**src/cart_pkg.sv**
```systemverilog
// cartridge mapper package
// shared widths, header locations, controller codes and size tables
// for the memory bank controller

package cart_pkg;

	// ------------------------------------------------------------------
	// widths
	// ------------------------------------------------------------------
	localparam int cpu_addr_w      = 16;
	// 7-bit bank over a 13-bit word offset
	localparam int rom_word_addr_w = 20;
	localparam int rom_bank_w      = 7;
	localparam int ram_bank_w      = 2;
	// four banks of 8 KiB
	localparam int cram_addr_w     = 15;

	// controller kind, five values need three bits
	typedef enum logic [2:0] {
		mbc_none = 3'd0,
		mbc_1    = 3'd1,
		mbc_2    = 3'd2,
		mbc_3    = 3'd3,
		mbc_5    = 3'd4
	} mbc_kind_t;

	// header words, type byte sits in the upper half of 0x146
	localparam logic [cpu_addr_w-1:0] hdr_type_addr = 16'h0146;
	// low byte rom size, high byte ram size
	localparam logic [cpu_addr_w-1:0] hdr_size_addr = 16'h0148;

	// cpu write regions, cpu_addr[15:13]
	localparam logic [2:0] region_ram_en   = 3'b000;
	localparam logic [2:0] region_rom_bank = 3'b001;
	localparam logic [2:0] region_ram_bank = 3'b010;
	localparam logic [2:0] region_mode     = 3'b011;
	localparam logic [2:0] region_cram     = 3'b101;

	localparam logic [3:0]            ram_enable_key = 4'hA;
	localparam logic [rom_bank_w-1:0] rom_bank_min   = 7'd1;
	localparam logic [7:0]            cram_open_data = 8'hFF;
	localparam logic [7:0]            not_ready_data = 8'h00;

	// ------------------------------------------------------------------
	// header decode tables
	// ------------------------------------------------------------------
	function automatic mbc_kind_t decode_kind(input logic [7:0] code);
		if (code inside {[8'd1:8'd3]})
			return mbc_1;
		if (code inside {[8'd5:8'd6]})
			return mbc_2;
		if (code inside {[8'd15:8'd19]})
			return mbc_3;
		if (code inside {[8'd25:8'd30]})
			return mbc_5;
		// anything unknown runs as a plain 32k cart
		return mbc_none;
	endfunction

	function automatic logic [rom_bank_w-1:0] rom_mask_of(input logic [7:0] code);
		case (code)
			8'd0:    return 7'd1;
			8'd1:    return 7'd3;
			8'd2:    return 7'd7;
			8'd3:    return 7'd15;
			8'd4:    return 7'd31;
			8'd5:    return 7'd63;
			8'd6:    return 7'd127;
			// odd sizes of 72 and 80 banks
			8'd82:   return 7'd71;
			8'd83:   return 7'd79;
			default: return 7'd95;
		endcase
	endfunction

	// only the 32k size is banked
	function automatic logic [ram_bank_w-1:0] ram_mask_of(input logic [7:0] code);
		return (code == 8'd3) ? 2'd3 : 2'd0;
	endfunction

endpackage
```
**src/cart_header.sv**
```systemverilog
// cartridge header snoop
// watches the rom image stream into external memory and keeps the
// type and size bytes, decodes controller kind and bank masks

`timescale 1ns/10ps

module cart_header (
	input  logic                                 clk_sys,
	input  logic                                 reset,
	input  logic                                 load_wr,
	input  logic [cart_pkg::cpu_addr_w-1:0]      load_addr,
	input  logic [15:0]                          load_data,
	output cart_pkg::mbc_kind_t                  mbc_kind,
	output logic [cart_pkg::rom_bank_w-1:0]      rom_mask,
	output logic [cart_pkg::ram_bank_w-1:0]      ram_mask,
	output logic                                 cart_ready
);

	// raw header bytes as captured
	logic [7:0] type_code;
	logic [7:0] rom_size_code;
	logic [7:0] ram_size_code;

	// word hits on the two header locations
	logic hit_type;
	logic hit_size;

	assign hit_type = load_wr && (load_addr == cart_pkg::hdr_type_addr);
	assign hit_size = load_wr && (load_addr == cart_pkg::hdr_size_addr);

	// ------------------------------------------------------------------
	// capture
	// ------------------------------------------------------------------
	always_ff @(posedge clk_sys) begin
		if (reset) begin
			type_code     <= 8'd0;
			rom_size_code <= 8'd0;
			ram_size_code <= 8'd0;
			cart_ready    <= 1'b0;
		end else begin
			// type byte is the odd byte of the word
			if (hit_type)
				type_code <= load_data[15:8];
			if (hit_size) begin
				rom_size_code <= load_data[7:0];
				ram_size_code <= load_data[15:8];
			end
			// any word of the image marks the cart as present
			if (load_wr)
				cart_ready <= 1'b1;
		end
	end

	// ------------------------------------------------------------------
	// decode
	// ------------------------------------------------------------------
	// table lookups straight from the held bytes, so fields
	// follow one cycle after the matching word
	assign mbc_kind = cart_pkg::decode_kind(type_code);
	assign rom_mask = cart_pkg::rom_mask_of(rom_size_code);
	assign ram_mask = cart_pkg::ram_mask_of(ram_size_code);

	// loader delivers whole words on even byte addresses,
	// an odd one would shift the header bytes by one
	a_load_even: assert property (
		@(posedge clk_sys) disable iff (reset)
		load_wr |-> !load_addr[0]
	) else $error("cart_header: odd load_addr %h", load_addr);

endmodule

```
**config.mk**
```make
export PLATFORM = sky130hd
export DESIGN_NAME = cart_header
export DESIGN_NICKNAME = d
export VERILOG_FILES = /design/src/cart_pkg.sv /design/src/cart_header.sv
export SDC_FILE = /design/constraint.sdc
export NUM_CORES = 1
export LEC_CHECK = 0
export ABC_CLOCK_PERIOD_IN_PS = 2200
export BUFFER_PORTS_ARGS = -buffer_cell sky130_fd_sc_hd__buf_2
export CAP_MARGIN = 10
export CORE_MARGIN = 4
export CORE_UTILIZATION = 30
export CTS_CLUSTER_SIZE = 40
export DETAILED_ROUTE_END_ITERATION = 16
export PLACE_DENSITY_LB_ADDON = 0.05
export SLEW_MARGIN = 20
export SYNTH_ARGS = -nofsm -noshare
export SYNTH_HDL_FRONTEND = slang
export SYNTH_SLANG_ARGS = --single-unit
```
**constraint.sdc**
```tcl
create_clock -name clk_sys -period 2.2 [get_ports clk_sys]
set_input_delay 0.22 -clock clk_sys [delete_from_list [all_inputs] [get_ports clk_sys]]
set_output_delay 0.22 -clock clk_sys [all_outputs]
set_load 0.02 [all_outputs]
```
==> flow_summary.toml <==
[outcome]
status = "finished clean"

[cts]
clock_path_buffers = 2
cts_resized = 0
clock_sinks = 25
htree_levels = 1
cts_buffers = 3
clkTransAtPathRegs_ns = 0.09
cts_root_buf = "clkbuf_8"
cts_tree = "built"
cts_setup_buffers = 0
clk_latency_ns = 0.26
ctsHoldBuffers = 0

[synth]
avgSynthCellArea_um2 = 9.66
syn-cell-area_um2 = 1370
synthSimpleGateAreaFrac_pct = 36.0
yosys.area.top_type_share_pct = 36.5
syn_inst = 142
synth_compound_area_share_pct = 3.92
synth_nets = 177
synth_fa_ha_area_share_pct = 0
synth_top_family_by_area = "simple AND/OR/NAND/NOR gates"
synthMuxAreaShare_pct = 17.5
ys_ff_latch = 25
yosysTopAreaCell = "dfxtp_1"
synth.area.top_cells = "dfxtp_1 (36%), nand2b_1 (19%), mux2i_1 (18%)"
synth_warnings = 0
yosysUniqueCellTypes = 32
ys_seq_area_share_pct = 36.5
synthXorXnorAreaFrac_pct = 1.28

[drt]
drtAntennaViolNets = 0
viasPerCell = 4.51
drcViolationCount = 0
vias = 1068
wl_per_cell_um = 12.7
drtPass1Iterations = 3
wl_mm = 3.00
drt_iter0_drc = 22

[worst_setup_path]
critical_path_class = "register to primary output"
worstPathMaxFanout = 3
cp.required_ns = 1.98
r2r-start = "rom_size_code[1]$_SDFFE_PP0P_"
endpoint_kind = "primary output"
critical-path-top-delay-family = "simple AND/OR/NAND/NOR gates"
reg2reg_setup_slack_ns = 1.48
path_buf_inv = 1
cp_cell_sequence = "nor3_1, nand2_1, or3_1, or2_2, buf_2"
slowest_stage = "dfxtp_1"
rr_endpoint = "rom_size_code[1]$_SDFFE_PP0P_"
startpoint_type = "register"
crit_path_max_incr_delay_ns = 0.34
reg2reg_depth = 2
arrival_ns = 1.67

[hold_path]
hold_class = "input pin to register"
min_from = "load_wr"
holdPathEnd = "cart_ready$_SDFFE_PP0P_"
whs_path_depth = 3

[finish]
drive_gt1_share_pct = 31.4
postLayoutCoreUtil_pct = 38.1
diodes = 0
syn_to_final_growth_pct = 21.8
layout_commonest_cell = "buf_2"
final_cell_mix = "buf_2 (46), nand2b_1 (41), dfxtp_1 (25)"
fin_nets = 221

[global_route]
grt_pass1_wl_mm = 5.02
grt_pass1_vias = 1075
track_usage_pct = 11.5
antenna_found_initial = 0
grt_remaining_overflow = 0
grt_max_degree = 42

[sta]
max-slew-margin-rel_pct = 62.3
max_freq_mhz = 530
final-hold-violation-count = 0
finalCriticalPeriod_ns = 1.89
period_share_pct = 85.7
tns_ns = 0
fin_worst_skew_ns = 0
report.final.slew_viol_count = 0
setup_violations = 0
tightest_slew_ns = 0.563
grt_setup_unrepaired = "false"

[pwr]
p_comb_share_pct = 9.0
power.switching_w = 0.000186
swShare_pct = 23.0
leakage_nw = 0.706
pwr-share-seq_pct = 56.2
powerDensity_nw_per_um2 = 484
p_int_w = 0.000622
ir_drop_mv = 0.223
clkPwrFrac_pct = 34.8

[die]
die_h_um = 75.6
coreArea_um2 = 4380
start_util_pct = 31.3
num_rows = 24
die_area_um2 = 5720
num_io_pins = 48
die_w_um = 75.6

[placement]
gp_congestion = 0.720
port_buffers = 46
hpwl_mm = 2.33

[flow_run]
maxCapViolCount = 0
-- cell families (layout without fill, tap and decap cells) --
logic type                after synthesis  in the layout
xor gates and xnor gates                2              2
buffers and inverters                   8             51
muxes                                  24             24
and+or+nand+nor                        73             73
other                                   1              1
DFF                                    25             25
AOI/OAI and AO/OA                       9              9
-- per-stage QoR --
stage               std cells  setup WS [ns]  area (µm²)  power [W]  hold WS, ns
floorplan                 142          0.560        1370   0.000500        0.336
global placement          233          0.495        1620   0.000537        0.441
detailed placement        233          0.448        1620   0.000539        0.446
CTS                       237          0.278        1670   0.000820        0.167
global route              237          0.191        1670   0.000841        0.185
finish                    237          0.314        1670   0.000808        0.168
-- how the worst max path moves through the flow --
stage	startpoint	end	slack [ns]	cells past startpoint
finish	rom_size_code[7]$_SDFFE_PP0P_	rom_mask[1]	0.31	5
global route	rom_size_code[7]$_SDFFE_PP0P_	rom_mask[1]	0.19	5
detailed placement	load_addr[13]	rom_size_code[3]$_SDFFE_PP0P_	0.45	6
floorplan	type_code[7]$_SDFFE_PP0P_	mbc_kind[2]	0.56	2
CTS	rom_size_code[7]$_SDFFE_PP0P_	rom_mask[1]	0.28	5
global placement	load_addr[0]	rom_size_code[1]$_SDFFE_PP0P_	0.50	6
-- cell type report --
| cell class | count | area, µm² |
|---|---|---|
| fillers | 457 | 2710 |
| well taps | 52 | 65.1 |
| clock buffers | 3 | 41.3 |
| clock inverters | 1 | 7.51 |
| repair buffers | 47 | 238 |
| multi-input cells | 109 | 818 |
| flip-flops and latches | 25 | 500 |
-- metal layers --
layer	part of all wire [%]	wire, µm	global-route usage [%]	up-vias
met5	0	0	0	-
met4	0.47	14	3.50	0
met3	4.9	147	2.37	2
met2	47	1420	18.2	22
met1	47	1430	15.6	470
li1	-	-	-	574
-- power groups by stage --
stage	Sequential [W]	Clock, W	Combinational (W)
floorplan	0.000466	0	0.0000335
global placement	0.000465	0	0.0000725
detailed placement	0.000465	0	0.0000739
CTS	0.000454	0.000292	0.0000741
global route	0.000454	0.000306	0.0000807
finish	0.000454	0.000282	0.0000726
-- Yosys cell counts --
| master | instances |
|---|---|
| a211oi_1 | 1 |
| or4_1 | 1 |
| or3_1 | 2 |
| nand2_1 | 4 |
| conb_1 | 1 |
| nor4_2 | 1 |
| o21ai_0 | 4 |
| nand2b_1 | 41 |
| clkbuf_1 | 4 |
| and3_1 | 2 |
| xnor2_1 | 1 |
| mux2i_1 | 24 |
| or2_2 | 1 |
| buf_4 | 2 |
| and4bb_2 | 1 |
| a21o_1 | 1 |
| nor2_1 | 8 |
| nor4b_2 | 1 |
| nand4_2 | 1 |
| xor2_1 | 1 |
| nor3_1 | 2 |
| a2bb2oi_1 | 1 |
| nor3b_1 | 1 |
| a21oi_1 | 2 |
| dfxtp_1 | 25 |
| nor3_4 | 1 |
| nor4b_4 | 1 |
| buf_6 | 1 |
| nand4bb_1 | 1 |
| nor4_1 | 2 |
| buf_12 | 1 |
| and4b_1 | 2 |
-- tightest hold or removal path, stage by stage --
cell and delay (ns):
buf_2 0.09, nor2_1 0.03, nor2_1 0.06
-- state kept, by name, summed over array words and instances, names as in the netlist --
signal,flops
cart_ready,1
rom_size_code,8
type_code,8
ram_size_code,8
No activity file was read; power rests on OpenSTA's default activity.
