**src/cart_pkg.sv**
```systemverilog
// cartridge mapper package
// shared widths, header locations, controller codes and size tables
// for the memory bank controller

package cart_pkg;

	// ------------------------------------------------------------------
	// widths
	// ------------------------------------------------------------------
	localparam int cpu_addr_w      = 16;
	// 7-bit bank over a 13-bit word offset
	localparam int rom_word_addr_w = 20;
	localparam int rom_bank_w      = 7;
	localparam int ram_bank_w      = 2;
	// four banks of 8 KiB
	localparam int cram_addr_w     = 15;

	// controller kind, five values need three bits
	typedef enum logic [2:0] {
		mbc_none = 3'd0,
		mbc_1    = 3'd1,
		mbc_2    = 3'd2,
		mbc_3    = 3'd3,
		mbc_5    = 3'd4
	} mbc_kind_t;

	// header words, type byte sits in the upper half of 0x146
	localparam logic [cpu_addr_w-1:0] hdr_type_addr = 16'h0146;
	// low byte rom size, high byte ram size
	localparam logic [cpu_addr_w-1:0] hdr_size_addr = 16'h0148;

	// cpu write regions, cpu_addr[15:13]
	localparam logic [2:0] region_ram_en   = 3'b000;
	localparam logic [2:0] region_rom_bank = 3'b001;
	localparam logic [2:0] region_ram_bank = 3'b010;
	localparam logic [2:0] region_mode     = 3'b011;
	localparam logic [2:0] region_cram     = 3'b101;

	localparam logic [3:0]            ram_enable_key = 4'hA;
	localparam logic [rom_bank_w-1:0] rom_bank_min   = 7'd1;
	localparam logic [7:0]            cram_open_data = 8'hFF;
	localparam logic [7:0]            not_ready_data = 8'h00;

	// ------------------------------------------------------------------
	// header decode tables
	// ------------------------------------------------------------------
	function automatic mbc_kind_t decode_kind(input logic [7:0] code);
		if (code inside {[8'd1:8'd3]})
			return mbc_1;
		if (code inside {[8'd5:8'd6]})
			return mbc_2;
		if (code inside {[8'd15:8'd19]})
			return mbc_3;
		if (code inside {[8'd25:8'd30]})
			return mbc_5;
		// anything unknown runs as a plain 32k cart
		return mbc_none;
	endfunction

	function automatic logic [rom_bank_w-1:0] rom_mask_of(input logic [7:0] code);
		case (code)
			8'd0:    return 7'd1;
			8'd1:    return 7'd3;
			8'd2:    return 7'd7;
			8'd3:    return 7'd15;
			8'd4:    return 7'd31;
			8'd5:    return 7'd63;
			8'd6:    return 7'd127;
			// odd sizes of 72 and 80 banks
			8'd82:   return 7'd71;
			8'd83:   return 7'd79;
			default: return 7'd95;
		endcase
	endfunction

	// only the 32k size is banked
	function automatic logic [ram_bank_w-1:0] ram_mask_of(input logic [7:0] code);
		return (code == 8'd3) ? 2'd3 : 2'd0;
	endfunction

endpackage
```
**src/cart_data_select.sv**
```systemverilog
// read data selector
// registers the rom byte lane at a read strobe and picks between
// rom byte, cartridge ram byte and the not-ready value

`timescale 1ns/10ps

module cart_data_select (
	input  logic        clk_sys,
	input  logic        reset,
	input  logic        cpu_ce,
	input  logic        cpu_rd,
	input  logic        cpu_addr0,
	input  logic [15:0] rom_rdata,
	input  logic [7:0]  cram_q,
	input  logic        cram_hit,
	input  logic        cart_ready,
	output logic [7:0]  cpu_rdata
);

	// rom byte of the last read
	logic [7:0] rom_byte;
	// ready flag sampled with the same read
	logic       ready_q;

	always_ff @(posedge clk_sys) begin
		// odd address takes the high lane
		if (reset)
			rom_byte <= 8'h00;
		else if (cpu_ce && cpu_rd)
			rom_byte <= cpu_addr0 ? rom_rdata[15:8] : rom_rdata[7:0];
	end

	always_ff @(posedge clk_sys) begin
		if (reset)
			ready_q <= 1'b0;
		else if (cpu_ce && cpu_rd)
			ready_q <= cart_ready;
	end

	// all inputs are registered, so the output is one cycle behind
	// the strobe and holds until the next read
	always_comb begin
		if (!ready_q)
			cpu_rdata = cart_pkg::not_ready_data;
		else if (cram_hit)
			cpu_rdata = cram_q;
		else
			cpu_rdata = rom_byte;
	end

endmodule

```
**config.mk**
```make
export PLATFORM = sky130hd
export DESIGN_NAME = cart_data_select
export DESIGN_NICKNAME = d
export VERILOG_FILES = /design/src/cart_pkg.sv /design/src/cart_data_select.sv
export SDC_FILE = /design/constraint.sdc
export NUM_CORES = 1
export LEC_CHECK = 0
export BUFFER_PORTS_ARGS = -buffer_cell sky130_fd_sc_hd__buf_2
export CAP_MARGIN = 20
export CORE_MARGIN = 8
export CORE_UTILIZATION = 40
export CTS_CLUSTER_DIAMETER = 120
export DETAILED_ROUTE_END_ITERATION = 10
export PLACE_DENSITY = 0.79
export SLEW_MARGIN = 20
export SYNTH_ARGS = -nofsm -noshare
export SYNTH_HDL_FRONTEND = slang
export SYNTH_SLANG_ARGS = --single-unit
export TNS_END_PERCENT = 1
```
**constraint.sdc**
```tcl
create_clock -name clk_sys -period 2.1 [get_ports clk_sys]
set_input_delay 0.21 -clock clk_sys [delete_from_list [all_inputs] [get_ports clk_sys]]
set_output_delay 0.21 -clock clk_sys [all_outputs]
set_load 0.1 [all_outputs]
```
==> results.cfg, run 1 <==
[worst_setup_path]
crit_cells = 2
cp-start-kind = flop
worstPathCellList = nor2b_1 > buf_2
crit_type = reg2out
arrival_ns = 1.30
endpoint = cpu_rdata[5]
worstPathRequired_ns = 1.89
path_delay_family = flip-flops
cp.buffers_inverters = 1
cp-end-kind = output port
critPathMaxStageDelay_ns = 0.44
crit_slowest_cell = dfxtp_1
reg2reg_slack_ns = 1.22
crit_fanout = 9
cp-startpoint = ready_q
r2r-end = ready_q
reg2reg_depth = 2
r2r-start = ready_q

[power_and_ir_drop]
leakage_uw = 0.000383
power_density_nw_per_um2 = 580
peakVddDrop_v = 0.000313

[detailed_routing]
drtAntennaViolNets = 0
via_per_inst = 5.07
detail_route.wl_per_cell_um = 13.5
drc_errors = 0
vias = 558
drt_iter0_markers = 5
drt_first_pass_iters = 4
drt_wl_total_mm = 1.48

[finish]
diodes = 0
finalNetCount = 127
areaGrowthSynthToFinish_pct = 35.7
drive_above_1_share = 0.442
utilization = 0.578

[timing]
setup_viol = 0
period_share = 0.720
finClkSkew_ns = 0
rsz0062_at_grt = false
timing.setup.tns_ns = 0
slew_viol_final = 0
finalHoldViolCount = 0
period_needed_ns = 1.51
tightestPinTransition_ns = 0.490
relSlewSlack = 0.676
hold_ws_ns = 0.207
clock.fmax_mhz = 662

[clocking]
hold_buffers = 0
post_cts_resized = 0
clock-sinks = 9
tritoncts = done
h-tree-depth = 1
clk_path_buf_depth = 2
cts-buffers-inserted = 3
insertion_delay_ns = 0.26
cts.clk_slew.worst_paths_ns = 0.06
post_cts_buffers = 0
cts_root_buf = clkbuf_4

[yosys]
ys_seq_area_frac = 0.325
yosysTopAreaCell = dfxtp_1
syn_area_per_cell_um2 = 9.39
syn-instance-count = 59
synth_top_area_share = 0.325
yosys-top-cells-area = dfxtp_1 33%, mux2i_1 29%, a211oi_1 11%
syn_area_um2 = 554
synth_seq_cells = 9
synth.distinct_cells = 13
syn_nets = 90
ys_warn_count = 0

[grt]
grt-ovfl-total = 0
grt_pass1_vias = 554
groute.usage.overall = 0.110
antenna_found_initial = 0
grt_max_degree = 12
grt_pass1_wl_mm = 2.32

[floorplan]
pin_count = 39
num_rows = 13
die_h_um = 53.2
coreArea_um2 = 1300
start_util = 0.426
die_area_um2 = 2830
die_x_um = 53.2

[run]
max-cap-violations = 0

[place]
port_buffers = 38
gp_congestion = 0.741
dp_hpwl_mm = 1.24

[min_path]
hold_class = in2reg

[run_status]
status = finished, final reports clean
==> power by group <==
group	switching [uW]	internal, uW
logic	64.0	48.3
clock network	60.8	73.2
registers	7.67	182
total	132	304
==> layout by cell type, fill, tap and decap left out <==
cell	instances
a21oi_1	9
and2_1	1
dfxtp_1	9
nor2b_1	8
clkbuf_4	3
mux2i_1	16
a211oi_1	8
a21bo_2	1
clkbuf_1	1
buf_2	38
nand3_1	1
==> kinds of logic (layout without fill, tap and decap cells) <==
family,Yosys count,count (layout),share of synthesized area
buffers and inverters,6,42,0.0677
DFF,9,9,0.325
muxes,16,16,0.289
AOI/OAI and AO/OA,18,18,0.208
and+or+nand+nor,10,10,0.111
==> flip-flops by register name (all words and copies together) (netlist names) <==
signal    flops
ready_q       1
rom_byte      8
==> worst min-delay path: stages <==
cell,delay (ns)
buf_2,0.10
nand3_1,0.05
a21oi_1,0.05
==> synth_stat cells <==
cell type,number
clkbuf_2,1
a21bo_2,1
a211oi_1,8
and2_1,1
nor2b_1,8
buf_2,2
mux2i_1,16
buf_1,1
buf_6,1
nand3_1,1
dfxtp_1,9
buf_4,1
a21oi_1,9
==> per-layer routing <==
| layer | up-vias | global-route usage | part of all wire |
|---|---|---|---|
| met5 | - | 0 | 0 |
| met4 | 0 | 0.0756 | 0.0095 |
| met3 | 2 | 0.0448 | 0.11 |
| met2 | 26 | 0.160 | 0.46 |
| met1 | 243 | 0.129 | 0.42 |
| li1 | 287 | - | - |
==> how the worst min path moves through the flow <==
stage | to | slack (ns) | cells past startpoint | start
after detailed placement | ready_q | 0.48 | 3 | cart_ready
after CTS | ready_q | 0.20 | 3 | cart_ready
final | ready_q | 0.21 | 3 | cart_ready
after global routing | ready_q | 0.21 | 3 | cart_ready
after floorplan | ready_q | 0.36 | 2 | cart_ready
after global placement | ready_q | 0.47 | 3 | cart_ready
==> area by class of cell <==
cell class,instances,area [um2]
repair buffers,38,190
well taps,15,18.8
multi-input cells,44,337
flip-flops and latches,9,180
clock buffers,4,26.3
fillers,127,549
==> metrics by stage <==
step / instances / area, um2 / setup slack (ns) / power (uW)
floorplan: 59 / 554 / 0.0609 / 272
global placement: 106 / 726 / 0.819 / 303
detailed placement: 106 / 726 / 0.789 / 307
CTS: 110 / 752 / 0.582 / 443
global route: 110 / 752 / 0.476 / 462
finish: 110 / 752 / 0.589 / 436
Note: power is estimated with default switching activity, not from simulation.
==> run 2: changes to the inputs <==
--- a/config.mk
+++ b/config.mk
@@ -8,10 +8,10 @@
 export BUFFER_PORTS_ARGS = -buffer_cell sky130_fd_sc_hd__buf_2
 export CAP_MARGIN = 20
 export CORE_MARGIN = 8
-export CORE_UTILIZATION = 40
+export CORE_UTILIZATION = 39
 export CTS_CLUSTER_DIAMETER = 120
 export DETAILED_ROUTE_END_ITERATION = 10
-export PLACE_DENSITY = 0.79
+export PLACE_DENSITY = 0.78
 export SLEW_MARGIN = 20
 export SYNTH_ARGS = -nofsm -noshare
 export SYNTH_HDL_FRONTEND = slang
==> constraint.sdc (replaced) <==
create_clock -name clk_sys -period 1.42 [get_ports clk_sys]
set_input_delay 0.142 -clock clk_sys [delete_from_list [all_inputs] [get_ports clk_sys]]
set_output_delay 0.142 -clock clk_sys [all_outputs]
set_load 0.1 [all_outputs]
==> results.cfg, run 2 (synthesis gave the netlist of run 1 again) <==
[finish]
finalNetCount = 127
regMostFlops = rom_byte
final_common_cell = buf_2
drive_above_1_share = 0.453
areaGrowthSynthToFinish_pct = 57.8
layout_common_cells = 30 x buf_2, 16 x mux2i_1, 9 x a21oi_1, 9 x dfxtp_1
final_cells = 110
nFillCells = 110
reg_top3 = rom_byte: 8 flops, ready_q: 1 flops
diodes = 0
largest_reg_flops = 8

[worst_setup_path]
reg2reg_slack_ns = 0.55
crit_fanout = 9
cp-start-kind = flop
worstPathRequired_ns = 1.28
crit_type = reg2out
r2r-start = ready_q
r2r-end = ready_q
cp-startpoint = ready_q
endpoint = cpu_rdata[6]
reg2reg_depth = 2
cp-end-kind = output port
arrival_ns = 1.14

[power_and_ir_drop]
p_int_uw = 465
switching_power_uw = 189
power_density_nw_per_um2 = 748
power_frac_seq = 0.429
peakVddDrop_v = 0.000448
p_comb_frac = 0.284
leakage_uw = 0.000405
power.share.switching = 0.290
pwr-share-clk = 0.287

[floorplan]
start_util = 0.421
die_area_um2 = 2880
num_rows = 13
die_h_um = 53.7
die_x_um = 53.7
pin_count = 39
coreArea_um2 = 1320

[grt]
grt_pass1_vias = 585
grt_max_degree = 12
groute.usage.overall = 0.0999
grt_pass1_wl_mm = 2.22
grt-ovfl-total = 0
antenna_found_initial = 0

[timing]
slew_viol_final = 0
period_needed_ns = 1.29
period_share = 0.905
tightestPinTransition_ns = 0.282
setup_viol = 0
finalHoldViolCount = 0
timing.setup.tns_ns = 0
clock.fmax_mhz = 778
rsz0062_at_grt = false
finClkSkew_ns = 0
relSlewSlack = 0.812

[run]
max-cap-violations = 0

[clocking]
h-tree-depth = 1
tritoncts = done
cts_root_buf = clkbuf_4
post_cts_buffers = 0
clk_path_buf_depth = 2
insertion_delay_ns = 0.25
post_cts_resized = 0
clock-sinks = 9
cts-buffers-inserted = 3
hold_buffers = 0
cts.clk_slew.worst_paths_ns = 0.06

[detailed_routing]
drt_first_pass_iters = 2
top_layer = met4
drc_errors = 0
drt_iter0_markers = 7
m1WireLength_um = 665
drt_wl_total_mm = 1.46
wl_met3_um = 139
via_per_inst = 5.12
detail_route.wl_per_cell_um = 13.3
vias = 563
met2_length_um = 634
drtAntennaViolNets = 0

[min_path]
hold_class = in2reg

[place]
gp_congestion = 0.720
port_buffers = 38
dp_hpwl_mm = 1.31
dp_cells = 106

[run_status]
status = finished, final reports clean
==> run 2: how the worst min path moves through the flow <==
stage,startpoint,to,slack [ns],cells after the start
after detailed placement,cart_ready,ready_q,0.42,3
after CTS,cart_ready,ready_q,0.16,3
after floorplan,cart_ready,ready_q,0.29,2
after global placement,cart_ready,ready_q,0.41,3
after global routing,cart_ready,ready_q,0.18,3
final,cart_ready,ready_q,0.16,3
==> run 2: power by group through the flow <==
| stage | Combinational, uW | Sequential (uW) | Clock [uW] |
|---|---|---|---|
| after floorplan | 121 | 282 | 0 |
| after global placement | 182 | 285 | 0 |
| after detailed placement | 187 | 286 | 0 |
| after CTS | 188 | 281 | 191 |
| after global routing | 201 | 282 | 204 |
| final | 186 | 280 | 188 |
==> run 2: final cells by class <==
class	count	area [um2]	share of cell area
multi-input cells	44	339	0.388
repair buffers	38	310	0.355
flip-flops and latches	9	180	0.206
clock buffers	4	26.3	0.0300
well taps	15	18.8	0.0215
==> run 2: stage by stage <==
stage	setup slack (ns)	utilization	power [uW]	cell area [um2]	hold slack (ns)
finish	0.135	0.664	654	875	0.158
global route	0.0361	0.664	687	875	0.180
CTS	0.113	0.664	659	875	0.155
detailed placement	0.377	0.644	473	848	0.421
global placement	0.404	0.644	467	848	0.408
floorplan	-0.483	-	403	557	0.289
==> run 2: critical path, stage by stage, from the launching register on <==
cell	delay, ns
dfxtp_1	0.42
nor2b_1	0.26
buf_12	0.21
==> run 2: routing by layer <==
metal	vias up	GRT usage
met5	-	0
met4	0	0.0588
met3	2	0.0331
met2	30	0.156
met1	241	0.116
li1	290	-
