--- src/cart_pkg.sv ---
// cartridge mapper package
// shared widths, header locations, controller codes and size tables
// for the memory bank controller

package cart_pkg;

	// ------------------------------------------------------------------
	// widths
	// ------------------------------------------------------------------
	localparam int cpu_addr_w      = 16;
	// 7-bit bank over a 13-bit word offset
	localparam int rom_word_addr_w = 20;
	localparam int rom_bank_w      = 7;
	localparam int ram_bank_w      = 2;
	// four banks of 8 KiB
	localparam int cram_addr_w     = 15;

	// controller kind, five values need three bits
	typedef enum logic [2:0] {
		mbc_none = 3'd0,
		mbc_1    = 3'd1,
		mbc_2    = 3'd2,
		mbc_3    = 3'd3,
		mbc_5    = 3'd4
	} mbc_kind_t;

	// header words, type byte sits in the upper half of 0x146
	localparam logic [cpu_addr_w-1:0] hdr_type_addr = 16'h0146;
	// low byte rom size, high byte ram size
	localparam logic [cpu_addr_w-1:0] hdr_size_addr = 16'h0148;

	// cpu write regions, cpu_addr[15:13]
	localparam logic [2:0] region_ram_en   = 3'b000;
	localparam logic [2:0] region_rom_bank = 3'b001;
	localparam logic [2:0] region_ram_bank = 3'b010;
	localparam logic [2:0] region_mode     = 3'b011;
	localparam logic [2:0] region_cram     = 3'b101;

	localparam logic [3:0]            ram_enable_key = 4'hA;
	localparam logic [rom_bank_w-1:0] rom_bank_min   = 7'd1;
	localparam logic [7:0]            cram_open_data = 8'hFF;
	localparam logic [7:0]            not_ready_data = 8'h00;

	// ------------------------------------------------------------------
	// header decode tables
	// ------------------------------------------------------------------
	function automatic mbc_kind_t decode_kind(input logic [7:0] code);
		if (code inside {[8'd1:8'd3]})
			return mbc_1;
		if (code inside {[8'd5:8'd6]})
			return mbc_2;
		if (code inside {[8'd15:8'd19]})
			return mbc_3;
		if (code inside {[8'd25:8'd30]})
			return mbc_5;
		// anything unknown runs as a plain 32k cart
		return mbc_none;
	endfunction

	function automatic logic [rom_bank_w-1:0] rom_mask_of(input logic [7:0] code);
		case (code)
			8'd0:    return 7'd1;
			8'd1:    return 7'd3;
			8'd2:    return 7'd7;
			8'd3:    return 7'd15;
			8'd4:    return 7'd31;
			8'd5:    return 7'd63;
			8'd6:    return 7'd127;
			// odd sizes of 72 and 80 banks
			8'd82:   return 7'd71;
			8'd83:   return 7'd79;
			default: return 7'd95;
		endcase
	endfunction

	// only the 32k size is banked
	function automatic logic [ram_bank_w-1:0] ram_mask_of(input logic [7:0] code);
		return (code == 8'd3) ? 2'd3 : 2'd0;
	endfunction

endpackage
--- src/mbc_regs.sv ---
// bank controller registers
// decodes cpu writes below 0x8000 into rom bank, ram bank, mbc1 mode
// and ram enable for mbc1, mbc2, mbc3 and mbc5

`timescale 1ns/10ps

module mbc_regs (
	input  logic                                 clk_sys,
	input  logic                                 reset,
	input  logic                                 cpu_ce,
	input  logic                                 cpu_wr,
	input  logic [cart_pkg::cpu_addr_w-1:0]      cpu_addr,
	input  logic [7:0]                           cpu_wdata,
	input  cart_pkg::mbc_kind_t                  mbc_kind,
	output logic [cart_pkg::rom_bank_w-1:0]      rom_bank,
	output logic [cart_pkg::ram_bank_w-1:0]      ram_bank,
	output logic                                 mbc1_mode,
	output logic                                 ram_enable
);

	// write strobe and target region
	logic       wr_strobe;
	logic [2:0] region;
	// bank zero in the low five bits is illegal outside mbc5
	logic       bank_zero;
	logic       is_mbc5;

	assign wr_strobe = cpu_ce && cpu_wr;
	assign region    = cpu_addr[15:13];
	assign bank_zero = (cpu_wdata[4:0] == 5'd0);
	assign is_mbc5   = (mbc_kind == cart_pkg::mbc_5);

	// ------------------------------------------------------------------
	// register file
	// ------------------------------------------------------------------
	always_ff @(posedge clk_sys) begin
		if (reset) begin
			rom_bank   <= cart_pkg::rom_bank_min;
			ram_bank   <= '0;
			mbc1_mode  <= 1'b0;
			ram_enable <= 1'b0;
		end else if (wr_strobe) begin
			case (region)
				// 0000-1fff, magic nibble opens the cart ram
				cart_pkg::region_ram_en: begin
					ram_enable <= (cpu_wdata[3:0] == cart_pkg::ram_enable_key);
				end
				// 2000-3fff, rom bank select
				cart_pkg::region_rom_bank: begin
					if (bank_zero && !is_mbc5)
						rom_bank <= cart_pkg::rom_bank_min;
					else
						rom_bank <= cpu_wdata[6:0];
				end
				// 4000-5fff, ram bank select
				cart_pkg::region_ram_bank: begin
					// mbc3 uses bit 3 for the clock registers, not kept here
					if (!(mbc_kind == cart_pkg::mbc_3 && cpu_wdata[3]))
						ram_bank <= cpu_wdata[1:0];
				end
				// 6000-7fff, banking mode on mbc1 only
				cart_pkg::region_mode: begin
					if (mbc_kind == cart_pkg::mbc_1)
						mbc1_mode <= cpu_wdata[0];
				end
				default: begin
				end
			endcase
		end
	end

	// outside mbc5 the low five rom bank bits are never zero
	a_bank_nonzero: assert property (
		@(posedge clk_sys) disable iff (reset)
		!is_mbc5 |-> (rom_bank[4:0] != 5'd0)
	) else $error("mbc_regs: rom bank low bits zero outside mbc5");

endmodule

--- config.mk ---
export PLATFORM = sky130hd
export DESIGN_NAME = mbc_regs
export DESIGN_NICKNAME = d
export VERILOG_FILES = /design/src/cart_pkg.sv /design/src/mbc_regs.sv
export SDC_FILE = /design/constraint.sdc
export NUM_CORES = 1
export LEC_CHECK = 0
export BUFFER_PORTS_ARGS = -buffer_cell sky130_fd_sc_hd__buf_2
export CORE_MARGIN = 2
export CORE_UTILIZATION = 35
export DETAILED_ROUTE_END_ITERATION = 8
export GPL_TIMING_DRIVEN = 1
export PLACE_DENSITY = 0.72
export SKIP_CTS_REPAIR_TIMING = 1
export SLEW_MARGIN = 20
export SYNTH_ARGS = -nofsm -noshare
export SYNTH_HDL_FRONTEND = slang
export SYNTH_SLANG_ARGS = --single-unit
--- constraint.sdc ---
create_clock -name clk_sys -period 1.4 [get_ports clk_sys]
set_input_delay 0.14 -clock clk_sys [delete_from_list [all_inputs] [get_ports clk_sys]]
set_output_delay 0.14 -clock clk_sys [all_outputs]
set_load 0.005 [all_outputs]
==> results of run 1 <==
## cells in the final DEF (no fill, tap or decap), drive strengths merged, types with 3 or more instances in the layout
| cell type | count |
|---|---|
| nand4b | 3 |
| o21ai | 5 |
| a21oi | 6 |
| clkbuf | 4 |
| nand2b | 3 |
| buf | 31 |
| inv | 3 |
| nand3 | 6 |
| dfxtp | 11 |
## cell families after synthesis
kind of cell    Yosys count  synth area share
buf+inv                   6            0.0435
compound gates           16             0.208
flops                    11             0.403
mux                       2            0.0366
simple gates             23             0.309
## worst min path at each step
stage | end | slack [ns] | cells after the start
after floorplan | rom_bank[0] | 0.29 | 1
after global placement | rom_bank[4] | 0.42 | 3
after detailed placement | rom_bank[4] | 0.43 | 3
after CTS | rom_bank[2] | 0.13 | 3
after global routing | rom_bank[4] | 0.14 | 3
final | rom_bank[2] | 0.14 | 3
## sequential cells by signal (all words and copies together), names as in the netlist
name / flops
ram_enable: 1
ram_bank: 2
mbc1_mode: 1
rom_bank: 7
## power groups by stage
stage	Sequential, W	Clock [W]	Combinational (W)
final	0.000318	0.000216	0.0000798
after global routing	0.000318	0.000237	0.0000889
after CTS	0.000318	0.000226	0.0000803
after detailed placement	0.000325	0	0.0000791
after global placement	0.000325	0	0.0000779
after floorplan	0.000325	0	0.0000319
## layout make-up
class	count	area [µm²]	share of cell area
multi-input combinational	41	303	0.406
sequential	11	220	0.295
timing repair buffer	31	165	0.221
clock buffer	4	26.3	0.0352
tap	16	20.0	0.0268
inverter	3	11.3	0.0151
## tightest hold or removal path: cells and delay by family
family	cells	cell delay, ns
compound gates	1	0.05
buf+inv	1	0.11
simple gates	1	0.06
## routing by layer
layer | track usage | part of all wire | vias to the layer above
li1 | - | - | 284
met1 | 0.180 | 0.43 | 247
met2 | 0.272 | 0.49 | 20
met3 | 0.0625 | 0.068 | 3
met4 | 0.0545 | 0.0084 | 0
met5 | 0 | 0 | -
## metrics by stage
step	hold slack, ns	setup WS, ns
floorplan	0.287	0.261
global route	0.138	0.327
finish	0.140	0.367
global placement	0.417	0.0782
CTS	0.133	0.363
detailed placement	0.431	0.0763
==> reports/metrics.cfg, run 1 <==
[run_status]
status = finished clean

[setup_path]
path_cells = buf_2, or4_4, a211oi_4, o32ai_1
cp.depth = 4
endpoint = rom_bank[6]
crit_fanout = 5
start_kind = primary input
crit_path_end_kind = flip-flop
required_ns = 1.55
cp.arrival_ns = 1.18
cp-startpoint = cpu_wdata[0]
crit_family = simple AND/OR/NAND/NOR gates
crit_buf_inv = 1
r2r_start = rom_bank[0]
reg2regPathDepth = 1
worst_path_largest_cell_delay_ns = 0.54
crit_path_top_delay_cell = or4_4
r2r_setup_slack_ns = 0.61
critPathKind = in2reg
reg2reg_to = rom_bank[0]

[die]
die_y_um = 43.5
dieArea_mm2 = 0.00189
core_mm2 = 0.00149
die_w_um = 43.5
io_pins = 42
rows = 14
start_util = 0.367

[clock_tree]
cts_buffers = 3
clockBufferDepth = 2
cts_tree = built
htree_levels = 1
cts-root-buf = clkbuf_4
clkSinkCount = 11
worstSkewPairLatency_ns = 0.27
cts.clk_slew.worst_paths_ns = 0.07

[timing]
slew_headroom = 0.785
max_freq_ghz = 0.968
maxSlewViolCount = 0
tns_ns = 0
setup_viol = 0
layout_min_cycle_time_ns = 1.03
worst_slew_pin_slew_ns = 0.319
finClkSkew_ns = 0
hold_violations = 0
rsz0062_at_grt = no
post-route-period-util = 0.738

[logic_synthesis]
synth_edf_count = 0
synth_warnings = 0
synthTopCellsByArea = dfxtp_1, a21oi_1, nand3_1
synthCells = 58
synth_top_area_frac = 0.403
avgSynthCellArea_um2 = 9.43
synth_cell_types = 24
synth.ff_latch_count = 11
synth-main-ff-cell = dfxtp_1
synth.most_common_cell = dfxtp_1
synth_nets = 89
syn_area_um2 = 547
synthArstFlopShare = 0
synthTopCellsByCount = dfxtp_1, a21oi_1, nand3_1, o21ai_0
yosysTopAreaCell = dfxtp_1
seq_area_frac_synth = 0.403

[routing]
initialDrtViolationCount = 7
wire_per_inst_um = 12.4
vias = 554
drc_errors = 0
firstDrtPassIters = 5
drtAntennaViolNets = 0
via_per_inst = 5.23
routed_wirelength_mm = 1.32

[placement]
place_inst = 102
portBuffers = 27
postPlaceCellArea_um2 = 719
place_congestion = 0.797

[run]
maxCapViolations = 0

[global_routing]
grt_max_degree = 16
grt_pass1_wl_mm = 2.21
antenna_found_initial = 0
grt_overflow_total = 0
grt_pass1_vias = 535
grt_util_all_layers = 0.159

[cells_and_area]
nets = 122
fin_cells = 106
fillCellCount = 159
final_cell_area_um2 = 746
drive_gt1_frac = 0.433
syn2layout_area_growth_pct = 36.4
antenna_cells = 0
utilization = 0.501

[power]
p_switching_w = 0.000148
power_density_mw_per_mm2 = 823
p_leak_nw = 0.318
combPwrFrac = 0.130
p_total_w = 0.000614
internal_power_w = 0.000466
pwr-share-seq = 0.518
p_clk_frac = 0.353
vdd_drop_max_uv = 523
swShare = 0.241

[min_path]
hold_path.class = in2reg
worstHoldStart = cpu_wdata[2]

Power figures use the tool's default switching activity.
==> inputs of run 2 (changes only) <==
--- a/config.mk
+++ b/config.mk
@@ -5,6 +5,7 @@
 export SDC_FILE = /design/constraint.sdc
 export NUM_CORES = 1
 export LEC_CHECK = 0
+export ABC_AREA = 1
 export BUFFER_PORTS_ARGS = -buffer_cell sky130_fd_sc_hd__buf_2
 export CORE_MARGIN = 2
 export CORE_UTILIZATION = 35
==> constraint.sdc (replaced) <==
create_clock -name clk_sys -period 1 [get_ports clk_sys]
set_input_delay 0.1 -clock clk_sys [delete_from_list [all_inputs] [get_ports clk_sys]]
set_output_delay 0.1 -clock clk_sys [all_outputs]
set_load 0.005 [all_outputs]
==> reports/metrics.cfg, run 2 <==
[logic_synthesis]
synthTopCellsByArea = dfxtp_1, nand2_1, a21oi_1  ; was dfxtp_1, a21oi_1, nand3_1
synth_top_area_frac = 0.408  ; was 0.403
synthArstFlopShare = 0  ; unchanged
synth_edf_count = 0  ; unchanged
syn_area_um2 = 539  ; was 547 µm²
synth-main-ff-cell = dfxtp_1  ; unchanged
yosysTopAreaCell = dfxtp_1  ; unchanged
synthTopCellsByCount = nand2_1, dfxtp_1, a21oi_1, nor2_1, inv_1  ; was dfxtp_1, a21oi_1, nand3_1, o21ai_0
synthCells = 81  ; was 58
seq_area_frac_synth = 0.408  ; was 0.403
synth.ff_latch_count = 11  ; unchanged
synth_warnings = 0  ; unchanged
synth_cell_types = 15  ; was 24
avgSynthCellArea_um2 = 6.66  ; was 9.43 µm²
synth.most_common_cell = nand2_1  ; was dfxtp_1
synth_nets = 112  ; was 89

[timing]
holdWs_ns = 0.0711  ; was 0.140 ns
slew_headroom = 0.902  ; was 0.785
worst_slew_pin_slew_ns = 0.146  ; was 0.319 ns
setup_viol = 0  ; unchanged
rsz0062_at_grt = no  ; unchanged
maxSlewViolCount = 0  ; unchanged
layout_min_cycle_time_ns = 0.809
finClkSkew_ns = 0  ; unchanged
tns_ns = 0  ; unchanged
hold_violations = 0  ; unchanged
max_freq_ghz = 1.24
post-route-period-util = 0.809

[setup_path]
crit_path_end_kind = primary output  ; was flip-flop
critPathKind = reg2out  ; was in2reg
worst_path_largest_cell_delay_ns = 0.34  ; was 0.54 ns
crit_family = flip-flops  ; was simple AND/OR/NAND/NOR gates
required_ns = 0.90  ; was 1.55 ns
reg2regPathDepth = 4  ; was 1
path_cells = buf_2  ; was buf_2, or4_4, a211oi_4, o32ai_1
start_kind = flip-flop  ; was primary input
crit_buf_inv = 1  ; unchanged
crit_fanout = 2  ; was 5
cp.arrival_ns = 0.71  ; was 1.18 ns
cp.depth = 1  ; was 4
crit_path_top_delay_cell = dfxtp_1  ; was or4_4

[cells_and_area]
top_regs = rom_bank (7), ram_bank (2)  ; unchanged
top_register = rom_bank  ; unchanged
largest_register_ffs = 7  ; unchanged
final_cell_mix = buf_2, nand2_1, dfxtp_1  ; was buf_2, dfxtp_1, nand3_1, a21oi_1, o21ai_0
antenna_cells = 0  ; unchanged
nets = 144  ; was 122
drive_gt1_frac = 0.330  ; was 0.433
final_common_cell = buf_2  ; unchanged
syn2layout_area_growth_pct = 33.6  ; was 36.4%

[run]
maxCapViolations = 0  ; unchanged

[global_routing]
grt_max_degree = 9  ; was 16
grt_pass1_vias = 571  ; was 535
grt_overflow_total = 0  ; unchanged
grt_pass1_wl_mm = 2.10  ; was 2.21 mm
grt_util_all_layers = 0.148  ; was 0.159
antenna_found_initial = 0  ; unchanged

[clock_tree]
cts.clk_slew.worst_paths_ns = 0.07  ; about the same
htree_levels = 1  ; unchanged
cts-root-buf = clkbuf_4  ; unchanged
worstSkewPairLatency_ns = 0.26  ; was 0.27 ns
clockBufferDepth = 2  ; unchanged
cts_buffers = 3  ; unchanged
clkSinkCount = 11  ; unchanged
cts_tree = built  ; unchanged

[die]
die_w_um = 43.3  ; was 43.5 µm
core_mm2 = 0.00147  ; was 0.00149 mm²
start_util = 0.366  ; was 0.367
die_y_um = 43.3  ; was 43.5 µm
rows = 14  ; unchanged
dieArea_mm2 = 0.00187  ; was 0.00189 mm²
io_pins = 42  ; unchanged

[routing]
via_per_inst = 4.53  ; was 5.23
firstDrtPassIters = 4  ; was 5
drc_errors = 0  ; unchanged
wire_per_inst_um = 9.34  ; was 12.4 µm
vias = 580  ; was 554
drtAntennaViolNets = 0  ; unchanged
routed_wirelength_mm = 1.20  ; was 1.32 mm
initialDrtViolationCount = 9  ; was 7

[min_path]
hold_path.class = in2reg  ; unchanged
hold_depth = 2  ; was 3

[run_status]
status = finished clean  ; unchanged

[power]
p_total_w = 0.000858  ; was 0.000614 W
p_leak_nw = 0.384  ; was 0.318 nW
vdd_drop_max_uv = 434  ; was 523 µV
power_density_mw_per_mm2 = 1190  ; was 823 mW/mm²

[placement]
place_congestion = 0.810  ; was 0.797
portBuffers = 27  ; unchanged
place_hpwl_um = 971

[run 2: cell count changes after synthesis, sizes merged, moves of 3 or more]
| cell | delta |
|---|---|
| o21ai | -3 |
| nand4b | -3 |
| nor2 | +11 |
| nand2 | +24 |
| inv | +7 |
| nand2b | -3 |
| a21oi | +4 |
[run 2: cells by family after synthesis]
family / count (synthesis) / synth area share
flops: 11 / 0.408
simple gates: 47 / 0.394
compound gates: 12 / 0.111
buf+inv: 11 / 0.0858
[run 2: stage by stage]
stage,std cells,utilization,area [µm²],worst slack (ns)
final,128,0.490,721,0.191
after global routing,128,0.490,721,0.138
after CTS,128,0.490,721,0.175
after detailed placement,124,0.472,694,0.163
after global placement,124,0.472,694,0.159
after floorplan,81,-,539,0.341
[run 2: worst paths after layout]
kind / startpoint / to / slack, ns
hold reg to reg: rom_bank[3] / rom_bank[3] / 0.46
setup / recovery: ram_bank[1] / ram_bank[1] / 0.19
hold / removal: reset / mbc1_mode / 0.07
setup reg to reg: rom_bank[5] / rom_bank[5] / 0.36
[run 2: layout make-up]
type                    count  area, µm²
repair buffers             27        135
well taps                  16       20.0
fillers                   168        751
flip-flops and latches     11        220
clock buffers               4       26.3
inverters                  11       46.3
multi-input cells          59        273
[run 2: per-layer routing]
| metal | wire, µm | global-route usage | up-vias |
|---|---|---|---|
| li1 | - | - | 320 |
| met2 | 593 | 0.248 | 14 |
| met4 | 0 | 0.0788 | 0 |
| met1 | 540 | 0.163 | 246 |
| met5 | 0 | 0 | - |
| met3 | 62 | 0.0468 | 0 |
[run 2: power by group]
part           internal [W]  switching [W]
combinational     0.0000483      0.0000660
clock              0.000154       0.000140
sequential         0.000446     0.00000344
total              0.000648       0.000210
[run 2: worst register-to-register path, delay by kind of cell, from the launching register on]
family / cells / cell delay [ns]
flip-flops: 1 / 0.33
AND/OR/NAND/NOR: 2 / 0.09
buffers and inverters: 1 / 0.04
AO/OA/AOI/OAI: 1 / 0.11
