`config.mk`:
```
export PLATFORM = sky130hd
export DESIGN_NAME = rom_map
export DESIGN_NICKNAME = d
export VERILOG_FILES = /design/src/cart_pkg.sv /design/src/rom_map.sv
export SDC_FILE = /design/constraint.sdc
export NUM_CORES = 1
export LEC_CHECK = 0
export ABC_CLOCK_PERIOD_IN_PS = 800
export BUFFER_PORTS_ARGS = -buffer_cell sky130_fd_sc_hd__buf_2
export CORE_AREA = 8 8 45 47
export DETAILED_ROUTE_END_ITERATION = 6
export DIE_AREA = 0 0 53 55
export PLACE_DENSITY_LB_ADDON = 0.12
export RECOVER_POWER = 100
export SLEW_MARGIN = 20
export SYNTH_ARGS = -nofsm -noshare
export SYNTH_HDL_FRONTEND = slang
export SYNTH_SLANG_ARGS = --single-unit
```
`constraint.sdc`:
```
create_clock -name vclk -period 0.8
set_clock_uncertainty 0.05 [all_clocks]
set_input_delay 0.08 -clock vclk [all_inputs]
set_output_delay 0.08 -clock vclk [all_outputs]
set_load 0.005 [all_outputs]
```
`src/cart_pkg.sv`:
```
// cartridge mapper package
// shared widths, header locations, controller codes and size tables
// for the memory bank controller

package cart_pkg;

	// ------------------------------------------------------------------
	// widths
	// ------------------------------------------------------------------
	localparam int cpu_addr_w      = 16;
	// 7-bit bank over a 13-bit word offset
	localparam int rom_word_addr_w = 20;
	localparam int rom_bank_w      = 7;
	localparam int ram_bank_w      = 2;
	// four banks of 8 KiB
	localparam int cram_addr_w     = 15;

	// controller kind, five values need three bits
	typedef enum logic [2:0] {
		mbc_none = 3'd0,
		mbc_1    = 3'd1,
		mbc_2    = 3'd2,
		mbc_3    = 3'd3,
		mbc_5    = 3'd4
	} mbc_kind_t;

	// header words, type byte sits in the upper half of 0x146
	localparam logic [cpu_addr_w-1:0] hdr_type_addr = 16'h0146;
	// low byte rom size, high byte ram size
	localparam logic [cpu_addr_w-1:0] hdr_size_addr = 16'h0148;

	// cpu write regions, cpu_addr[15:13]
	localparam logic [2:0] region_ram_en   = 3'b000;
	localparam logic [2:0] region_rom_bank = 3'b001;
	localparam logic [2:0] region_ram_bank = 3'b010;
	localparam logic [2:0] region_mode     = 3'b011;
	localparam logic [2:0] region_cram     = 3'b101;

	localparam logic [3:0]            ram_enable_key = 4'hA;
	localparam logic [rom_bank_w-1:0] rom_bank_min   = 7'd1;
	localparam logic [7:0]            cram_open_data = 8'hFF;
	localparam logic [7:0]            not_ready_data = 8'h00;

	// ------------------------------------------------------------------
	// header decode tables
	// ------------------------------------------------------------------
	function automatic mbc_kind_t decode_kind(input logic [7:0] code);
		if (code inside {[8'd1:8'd3]})
			return mbc_1;
		if (code inside {[8'd5:8'd6]})
			return mbc_2;
		if (code inside {[8'd15:8'd19]})
			return mbc_3;
		if (code inside {[8'd25:8'd30]})
			return mbc_5;
		// anything unknown runs as a plain 32k cart
		return mbc_none;
	endfunction

	function automatic logic [rom_bank_w-1:0] rom_mask_of(input logic [7:0] code);
		case (code)
			8'd0:    return 7'd1;
			8'd1:    return 7'd3;
			8'd2:    return 7'd7;
			8'd3:    return 7'd15;
			8'd4:    return 7'd31;
			8'd5:    return 7'd63;
			8'd6:    return 7'd127;
			// odd sizes of 72 and 80 banks
			8'd82:   return 7'd71;
			8'd83:   return 7'd79;
			default: return 7'd95;
		endcase
	endfunction

	// only the 32k size is banked
	function automatic logic [ram_bank_w-1:0] ram_mask_of(input logic [7:0] code);
		return (code == 8'd3) ? 2'd3 : 2'd0;
	endfunction

endpackage
```
`src/rom_map.sv`:
```
// rom address mapper
// turns the cpu address and bank registers into a word address
// for the external rom, purely combinational

`timescale 1ns/10ps

module rom_map (
	input  logic [cart_pkg::cpu_addr_w-1:0]      cpu_addr,
	input  cart_pkg::mbc_kind_t                  mbc_kind,
	input  logic [cart_pkg::rom_bank_w-1:0]      rom_bank,
	input  logic [cart_pkg::ram_bank_w-1:0]      ram_bank,
	input  logic                                 mbc1_mode,
	input  logic [cart_pkg::rom_bank_w-1:0]      rom_mask,
	output logic [cart_pkg::rom_word_addr_w-1:0] rom_addr
);

	// bank as the controller sees it, before mirroring
	logic [cart_pkg::rom_bank_w-1:0] bank_sel;
	// bank driven onto the rom address
	logic [cart_pkg::rom_bank_w-1:0] bank;

	always_comb begin
		// mbc1 mode 0 puts the ram bank bits on top of the rom bank,
		// mode 1 leaves them for the ram side
		case (mbc_kind)
			cart_pkg::mbc_1: begin
				if (mbc1_mode)
					bank_sel = {2'b00, rom_bank[4:0]};
				else
					bank_sel = {ram_bank, rom_bank[4:0]};
			end
			// mbc2, mbc3 and mbc5 take the register as is
			default: bank_sel = rom_bank;
		endcase
	end

	always_comb begin
		if (mbc_kind == cart_pkg::mbc_none) begin
			// plain 32k cart, linear
			bank = {6'd0, cpu_addr[14]};
		end else if (cpu_addr[15:14] == 2'b00) begin
			// 0000-3fff is always bank 0
			bank = '0;
		end else if (cpu_addr[15:14] == 2'b01) begin
			// switchable window, masked for mirroring of small roms
			bank = bank_sel & rom_mask;
		end else begin
			bank = '0;
		end
	end

	// 16-bit words, cpu_addr[0] picks the byte lane later
	assign rom_addr = {bank, cpu_addr[13:1]};

endmodule

```
==> flow_summary_export.csv, run 1 <==
group,metric,value,unit
setup_path,crit_chain,"buf_6 > or4b_4 > o22ai_2 > buf_2",
floorplan,fp.dieH,55,µm
pwr,powerDensity,363,nW/µm²
pwr,vdd.ir_drop.worst,0.0819,mV
global_routing,grt_pass1_vias,304,
finish,final_common_cell,"buf_2",
finish,design.seq.count,0,
sta,hold_viol,0,
outcome,status,"finished, violations left",
min_path,min_to,"rom_addr[12]",
logic_synthesis,synth_nets,69,
routing,wl_per_cell,14.0,µm
setup_path,worst-setup-path-type,"in -> out",
global_routing,grt_usage,0.0512,
clock_network,ctsHoldBuffers,0,
sta,slew_headroom,0.856,
min_path,hold_start,"cpu_addr[13]",
floorplan,start_util,0.163,
sta,layout_min_cycle_time,1070,ps
sta,worst_pin_slew,216,ps
logic_synthesis,seq_area_frac_synth,0,
floorplan,ios,56,
place,place.port_buffers,29,
global_routing,grt_antenna_before_repair,0,
place,dp_hpwl,887,µm
sta,slew_violations,0,
clock_network,cts.repair.resized,2,
job,max_cap_violations,0,
setup_path,crit_slowest_cell,"or4b_4",
routing,drc,0,
sta,setup_slack,-267,ps
routing,drt_iter0_markers,3,
setup_path,cp_slowest_stage_delay,540,ps
finish,n_clock_buffer,0,
global_routing,grt_max_degree,7,
routing,routed_via_density,4.40,
global_routing,globalRouteOverflowTotal,0,
logic_synthesis,syn_avg_cell_area,6.82,µm²
sta,fmax,937,MHz
min_path,hold_path_class,"in -> out",
setup_path,crit_required,670,ps
floorplan,die-area,2920,µm²
sta,rsz0062_at_grt,"true",
finish,area_growth,51.1,%
finish,regArea,0,µm²
place,place_area,328,µm²
logic_synthesis,synth_cell_type_count,10,
sta,final-setup-viol-count,7,
routing,drt-total-wl,953,µm
finish,final_cell_mix,"27 x buf_2, 5 x nor3_1, 4 x nand4b_1, 4 x nand2_1, 3 x buf_4",
routing,drt.antenna.violating_nets,0,
min_path,holdPathStages,0,
setup_path,worstSetupEndpointType,"primary output",
global_routing,grt_pass1_wl,1.26,mm
sta,period_share,1.33,
finish,layout.cells.non_filler,68,
routing,vias,299,
floorplan,num_rows,14,
routing,dr.pass1.iters,2,
logic_synthesis,syn_inst,33,
floorplan,die_w,53,µm
finish,drive_gt1_frac,0.673,
pwr,leakagePower,0.184,nW
finish,fin_nets,90,
clock_network,cts_setup_buffers,0,
place,routabilityCongestion,0.693,
logic_synthesis,synth_area,225,µm²
outcome,violations,"negative setup slack",
place,placed_cells,68,
pwr,p_total,0.124,mW
floorplan,core-area,1380,µm²
setup_path,cp.arrival,940,ps
setup_path,startpoint_type,"input port",
logic_synthesis,synth_warnings,0,
setup_path,worst-path-max-fanout,2,
finish,finalInstanceArea,340,µm²
finish,antenna_cells,0,
[area by class of cell]
type               count  area, µm²
repair buffers        32        180
fillers              158       1040
well taps             16       20.0
multi-input cells     20        140
[stage by stage]
| stage | hold WS, ps | utilization | TNS (ps) | setup WS (ps) |
|---|---|---|---|---|
| floorplan | 187 | - | -98.0 | -49.0 |
| global placement | 110 | 0.237 | -1470 | -264 |
| CTS | 110 | 0.246 | -1430 | -271 |
| global route | 110 | 0.246 | -1730 | -303 |
| finish | 110 | 0.246 | -1320 | -267 |
| detailed placement | 110 | 0.237 | -1470 | -280 |
[report_power, final]
| group | internal (mW) | switching, mW | total (mW) |
|---|---|---|---|
| Clock | 0 | 0 | 0 |
| Combinational | 0.0774 | 0.0462 | 0.124 |
| Sequential | 0 | 0 | 0 |
| Total | 0.0774 | 0.0462 | 0.124 |
[synth_stat cells (all sizes together)]
cell type	number	area, µm²
nor3	5	25.0
or4b	1	13.8
buf	13	97.6
o22ai	2	12.5
nand4b	4	35.0
nand2b	1	6.26
nor2	1	3.75
nand2	4	15.0
and3b	1	8.76
o21a	1	7.51
[per-layer routing]
metal,part of all wire,global-route usage,vias to the layer above
met2,0.45,0.0840,34
met5,0,0,-
met1,0.35,0.0543,120
li1,-,-,145
met4,0,0,0
met3,0.20,0.0401,0
[worst max-delay path by stage]
stage                   start           end  slack [ps]  cells after the start
floorplan           mbc1_mode  rom_addr[18]         -50                      2
global placement    mbc1_mode  rom_addr[18]        -260                      4
detailed placement  mbc1_mode  rom_addr[18]        -280                      4
CTS                 mbc1_mode  rom_addr[18]        -270                      4
global route        mbc1_mode  rom_addr[19]        -300                      4
finish              mbc1_mode  rom_addr[19]        -270                      4
[logic make-up after synthesis]
| group | after synthesis | synth area share |
|---|---|---|
| buf+inv | 13 | 0.433 |
| simple gates | 17 | 0.478 |
| compound gates | 3 | 0.0889 |
[worst max-delay path, delay by kind of cell]
kind,cells,cell delay (ps)
compound gates,1,100
buf+inv,2,220
simple gates,1,540
Note: power is estimated with default switching activity, not from simulation.
==> run 2, diff against run 1 <==
- PLACE_DENSITY: default -> 0.68
- PLACE_DENSITY_LB_ADDON: 0.12 -> default
==> run 2 against run 1 <==
Largest cell class is now multi-input gates. First-iteration DRC count shrank 100%. The run still ends with negative setup slack left. Sequential share of layout area is the same. Via count shrank 1.7%. Non-clock buffer count shrank 1.
==> flow_summary_export.csv, run 2 (same netlist as run 1, synthesis figures left out) <==
group,metric,value,unit
sta,hold_viol,0,
pwr,leakagePower,0.194,nW
place,placed_cells,67,
sta,holdWs,110,ps
sta,worst_pin_slew,223,ps
setup_path,cp_slowest_stage_delay,540,ps
job,max_cap_violations,0,
sta,rsz0062_at_grt,"true",
routing,drc,0,
global_routing,grt_pass1_wl,1.35,mm
sta,final-setup-viol-count,7,
setup_path,worstSetupEndpointType,"primary output",
finish,utilization,0.278,
global_routing,grt_antenna_before_repair,0,
global_routing,globalRouteOverflowTotal,0,
global_routing,grt_pass1_vias,344,
routing,wl_per_cell,12.9,µm
pwr,p_total,0.146,mW
setup_path,cp_num_buf_inv,2,
floorplan,ios,56,
routing,drt.antenna.violating_nets,0,
clock_network,cts_setup_buffers,0,
sta,slew_headroom,0.851,
finish,fin_nets,89,
finish,n_clock_buffer,0,
setup_path,worst-setup-path-type,"in -> out",
place,dp_slack,-280,ps
finish,layout.cells.non_filler,67,
finish,area_growth,71.1,%
setup_path,startpoint_type,"input port",
setup_path,cp.arrival,940,ps
setup_path,path_delay_family,"simple AND/OR/NAND/NOR gates",
finish,final_common_cell,"buf_2",
place,dp_hpwl,777,µm
floorplan,core-area,1380,µm²
routing,drt_iter0_markers,0,
floorplan,die-area,2920,µm²
pwr,powerDensity,379,nW/µm²
setup_path,crit_chain,"buf_6 > or4b_4 > o22ai_2 > buf_2",
outcome,status,"finished, violations left",
setup_path,worst-path-max-fanout,2,
finish,drive_gt1_frac,0.784,
sta,period_share,1.33,
sta,slew_violations,0,
place,place.port_buffers,29,
floorplan,fp.dieH,55,µm
sta,setup_slack,-266,ps
routing,dr.pass1.iters,1,
finish,antenna_cells,0,
finish,final_cell_mix,"27 x buf_2, 4 x nand4b_1, 4 x nand2_1, 4 x buf_6, 3 x nor3_2",
sta,fmax,938,MHz
place,routabilityCongestion,0.766,
routing,vias,294,
floorplan,num_rows,14,
finish,design.seq.count,0,
setup_path,crit_required,670,ps
outcome,violations,"negative setup slack",
routing,drt-total-wl,864,µm
floorplan,die_w,53,µm
setup_path,crit_slowest_cell,"or4b_4",
global_routing,grt_usage,0.0556,
routing,routed_via_density,4.39,
finish,regArea,0,µm²
min_path,hold_path_class,"in -> out",
pwr,vdd.ir_drop.worst,0.117,mV
sta,layout_min_cycle_time,1070,ps
floorplan,start_util,0.163,
global_routing,grt_max_degree,7,
clock_network,ctsHoldBuffers,0,
-- run 2: cell types whose count changed in the layout (fill, tap and decap cells not counted) --
cell,before,now
buf_4,3,0
nor3_2,0,3
nand2b_4,0,1
nor3_4,0,2
nand2b_1,1,0
buf_6,2,4
nor3_1,5,0
-- run 2: layout make-up --
| type | instances | area (µm²) |
|---|---|---|
| multi-input cells | 20 | 185 |
| repair buffers | 31 | 180 |
| well taps | 16 | 20.0 |
| fillers | 149 | 998 |
-- run 2: final timing paths --
kind | startpoint | endpoint | cells after the start | slack, ps
worst max-delay path | mbc1_mode | rom_addr[19] | 4 | -270
worst min-delay path | cpu_addr[12] | rom_addr[11] | 0 | 110
-- run 2: layer usage --
layer | track usage | share of wire | vias up
met5 | 0 | 0 | -
met4 | 0 | 0 | 0
met3 | 0.0374 | 0.20 | 0
met2 | 0.0879 | 0.39 | 27
met1 | 0.0651 | 0.41 | 123
li1 | - | - | 144
-- run 2: where the power goes --
group | switching [mW] | internal [mW]
clock network | 0 | 0
logic | 0.0612 | 0.0847
registers | 0 | 0
-- run 2: through the flow --
stage	TNS, ps	cell area (µm²)
floorplan	-98.0	238
global placement	-1600	320
detailed placement	-1600	320
CTS	-791	379
global route	-1270	385
finish	-989	385
-- run 2: repair_timing --
action	CTS	global route
resized for setup	11	1
endpoints found under the setup margin	7	7
pin swaps	6	1
==> run 3, diff against run 2 <==
- ABC_CLOCK_PERIOD_IN_PS: 800 -> 1100
- PLACE_DENSITY: 0.68 -> 0.66
- clock period: 0.8 -> 1.1 ns (I/O delays scaled with it)
==> run 3 against run 2 <==
The flow still finishes with violations (negative setup slack). Wire length fell by 2.2%. Clock-buffer cell count is the same. Cell area is 15% lower. Critical path type unchanged. Critical endpoint unchanged. Largest power group unchanged.
==> flow_summary_export.csv, run 3 (same netlist as run 1, synthesis figures left out) <==
group,metric,value,unit
setup_path,cp.arrival,960,ps
floorplan,core-area,1380,µm²
pwr,pwr-share-comb,1.000,
setup_path,worstSetupEndpointType,"primary output",
sta,layout_min_cycle_time,1120,ps
place,place_area,308,µm²
routing,vias,297,
pwr,power_frac_seq,0,
floorplan,fp.dieH,55,µm
pwr,net-switching-power,0.0338,mW
clock_network,cts_setup_buffers,0,
sta,setup_slack,-23.2,ps
floorplan,num_rows,14,
pwr,vdd.ir_drop.worst,0.0618,mV
floorplan,ios,56,
outcome,violations,"negative setup slack",
routing,drt-total-wl,845,µm
job,max_cap_violations,0,
routing,routed_via_density,4.43,
routing,drt_iter0_markers,0,
global_routing,grt_antenna_before_repair,0,
pwr,powerDensity,262,nW/µm²
sta,final-setup-viol-count,2,
finish,drive_gt1_frac,0.667,
sta,hold_viol,0,
global_routing,globalRouteOverflowTotal,0,
sta,holdWs,170,ps
finish,fillers,162,
finish,regArea,0,µm²
sta,slew_headroom,0.867,
clock_network,ctsHoldBuffers,0,
pwr,cell_internal_pwr,0.0518,mW
outcome,status,"finished, violations left",
floorplan,die_w,53,µm
routing,drc,0,
global_routing,grt_usage,0.0512,
place,place.port_buffers,29,
floorplan,start_util,0.163,
global_routing,globalRouteMet3Util,0.0294,
sta,fmax,890,MHz
finish,area_growth,45.0,%
sta,worst_pin_slew,199,ps
routing,drt.antenna.violating_nets,0,
global_routing,gr-usage-met1,0.0543,
finish,final_cell_mix,"28 x buf_2, 5 x nor3_1, 4 x nand4b_1, 4 x nand2_1, 2 x o22ai_2",
global_routing,grt_max_degree,7,
global_routing,grt_pass1_vias,312,
finish,fin_nets,89,
finish,design.seq.count,0,
finish,n_clock_buffer,0,
sta,slew_violations,0,
min_path,hold_path_class,"in -> out",
sta,tns,-38.5,ps
floorplan,die-area,2920,µm²
routing,dr.pass1.iters,1,
place,routabilityCongestion,0.799,
finish,antenna_cells,0,
setup_path,worst-setup-path-type,"in -> out",
setup_path,startpoint_type,"input port",
setup_path,worst-path-max-fanout,2,
global_routing,gr-max-usage-layer,"met2",
setup_path,crit_required,940,ps
finish,final_common_cell,"buf_2",
finish,finalInstanceArea,327,µm²
pwr,p_clk_frac,0,
sta,rsz0062_at_grt,"true",
sta,period_share,1.02,
pwr,swShare,0.395,
global_routing,met2_usage,0.0898,
routing,wl_per_cell,12.6,µm
global_routing,grt_pass1_wl,1.19,mm
pwr,leakagePower,0.177,nW
-- run 3: cell types whose count changed in the layout (fill, tap and decap cells not counted), sizes merged --
cell    delta
buf        -1
clkbuf     +1
-- run 3: routing by layer --
layer | part of all wire | vias to the layer above
met5 | 0 | -
met4 | 0 | 0
met3 | 0.22 | 0
met2 | 0.41 | 25
met1 | 0.37 | 129
li1 | - | 143
-- run 3: path summary, 6_finish.rpt --
check,startpoint,endpoint,slack [ps],cells past startpoint
max,mbc1_mode,rom_addr[19],-20,4
min,cpu_addr[12],rom_addr[11],170,0
-- run 3: layout make-up --
type                       count  area, µm²  share of cell area
tap                           16       20.0              0.0613
timing repair buffer          31        166               0.510
multi-input combinational     20        140               0.429
-- run 3: timing repair --
item / CTS / global route
hold endpoints to repair: 0 / 0
gates resized for setup: 2 / 1
gates cloned: 0 / 0
setup endpoints to repair: 2 / 3
-- run 3: worst max-delay path: stages --
cell	delay, ps
buf_6	90
or4b_4	540
o22ai_2	100
buf_2	130
-- run 3: power by group through the flow --
stage	sequential [mW]	clock, mW	combinational, mW
detailed placement	0	0	0.0822
floorplan	0	0	0.0613
finish	0	0	0.0856
CTS	0	0	0.0861
global placement	0	0	0.0799
global route	0	0	0.0949
-- run 3: stage by stage --
step | util | setup WS [ps] | power (mW) | instances
5_1_grt | 0.236 | -50.9 | 0.0949 | 67
3_3_place_gp | 0.222 | -28.6 | 0.0799 | 67
4_1_cts | 0.231 | -40.9 | 0.0861 | 67
3_5_place_dp | 0.222 | -58.0 | 0.0822 | 67
2_1_floorplan | - | 170 | 0.0613 | 33
6_report | 0.236 | -23.2 | 0.0856 | 67
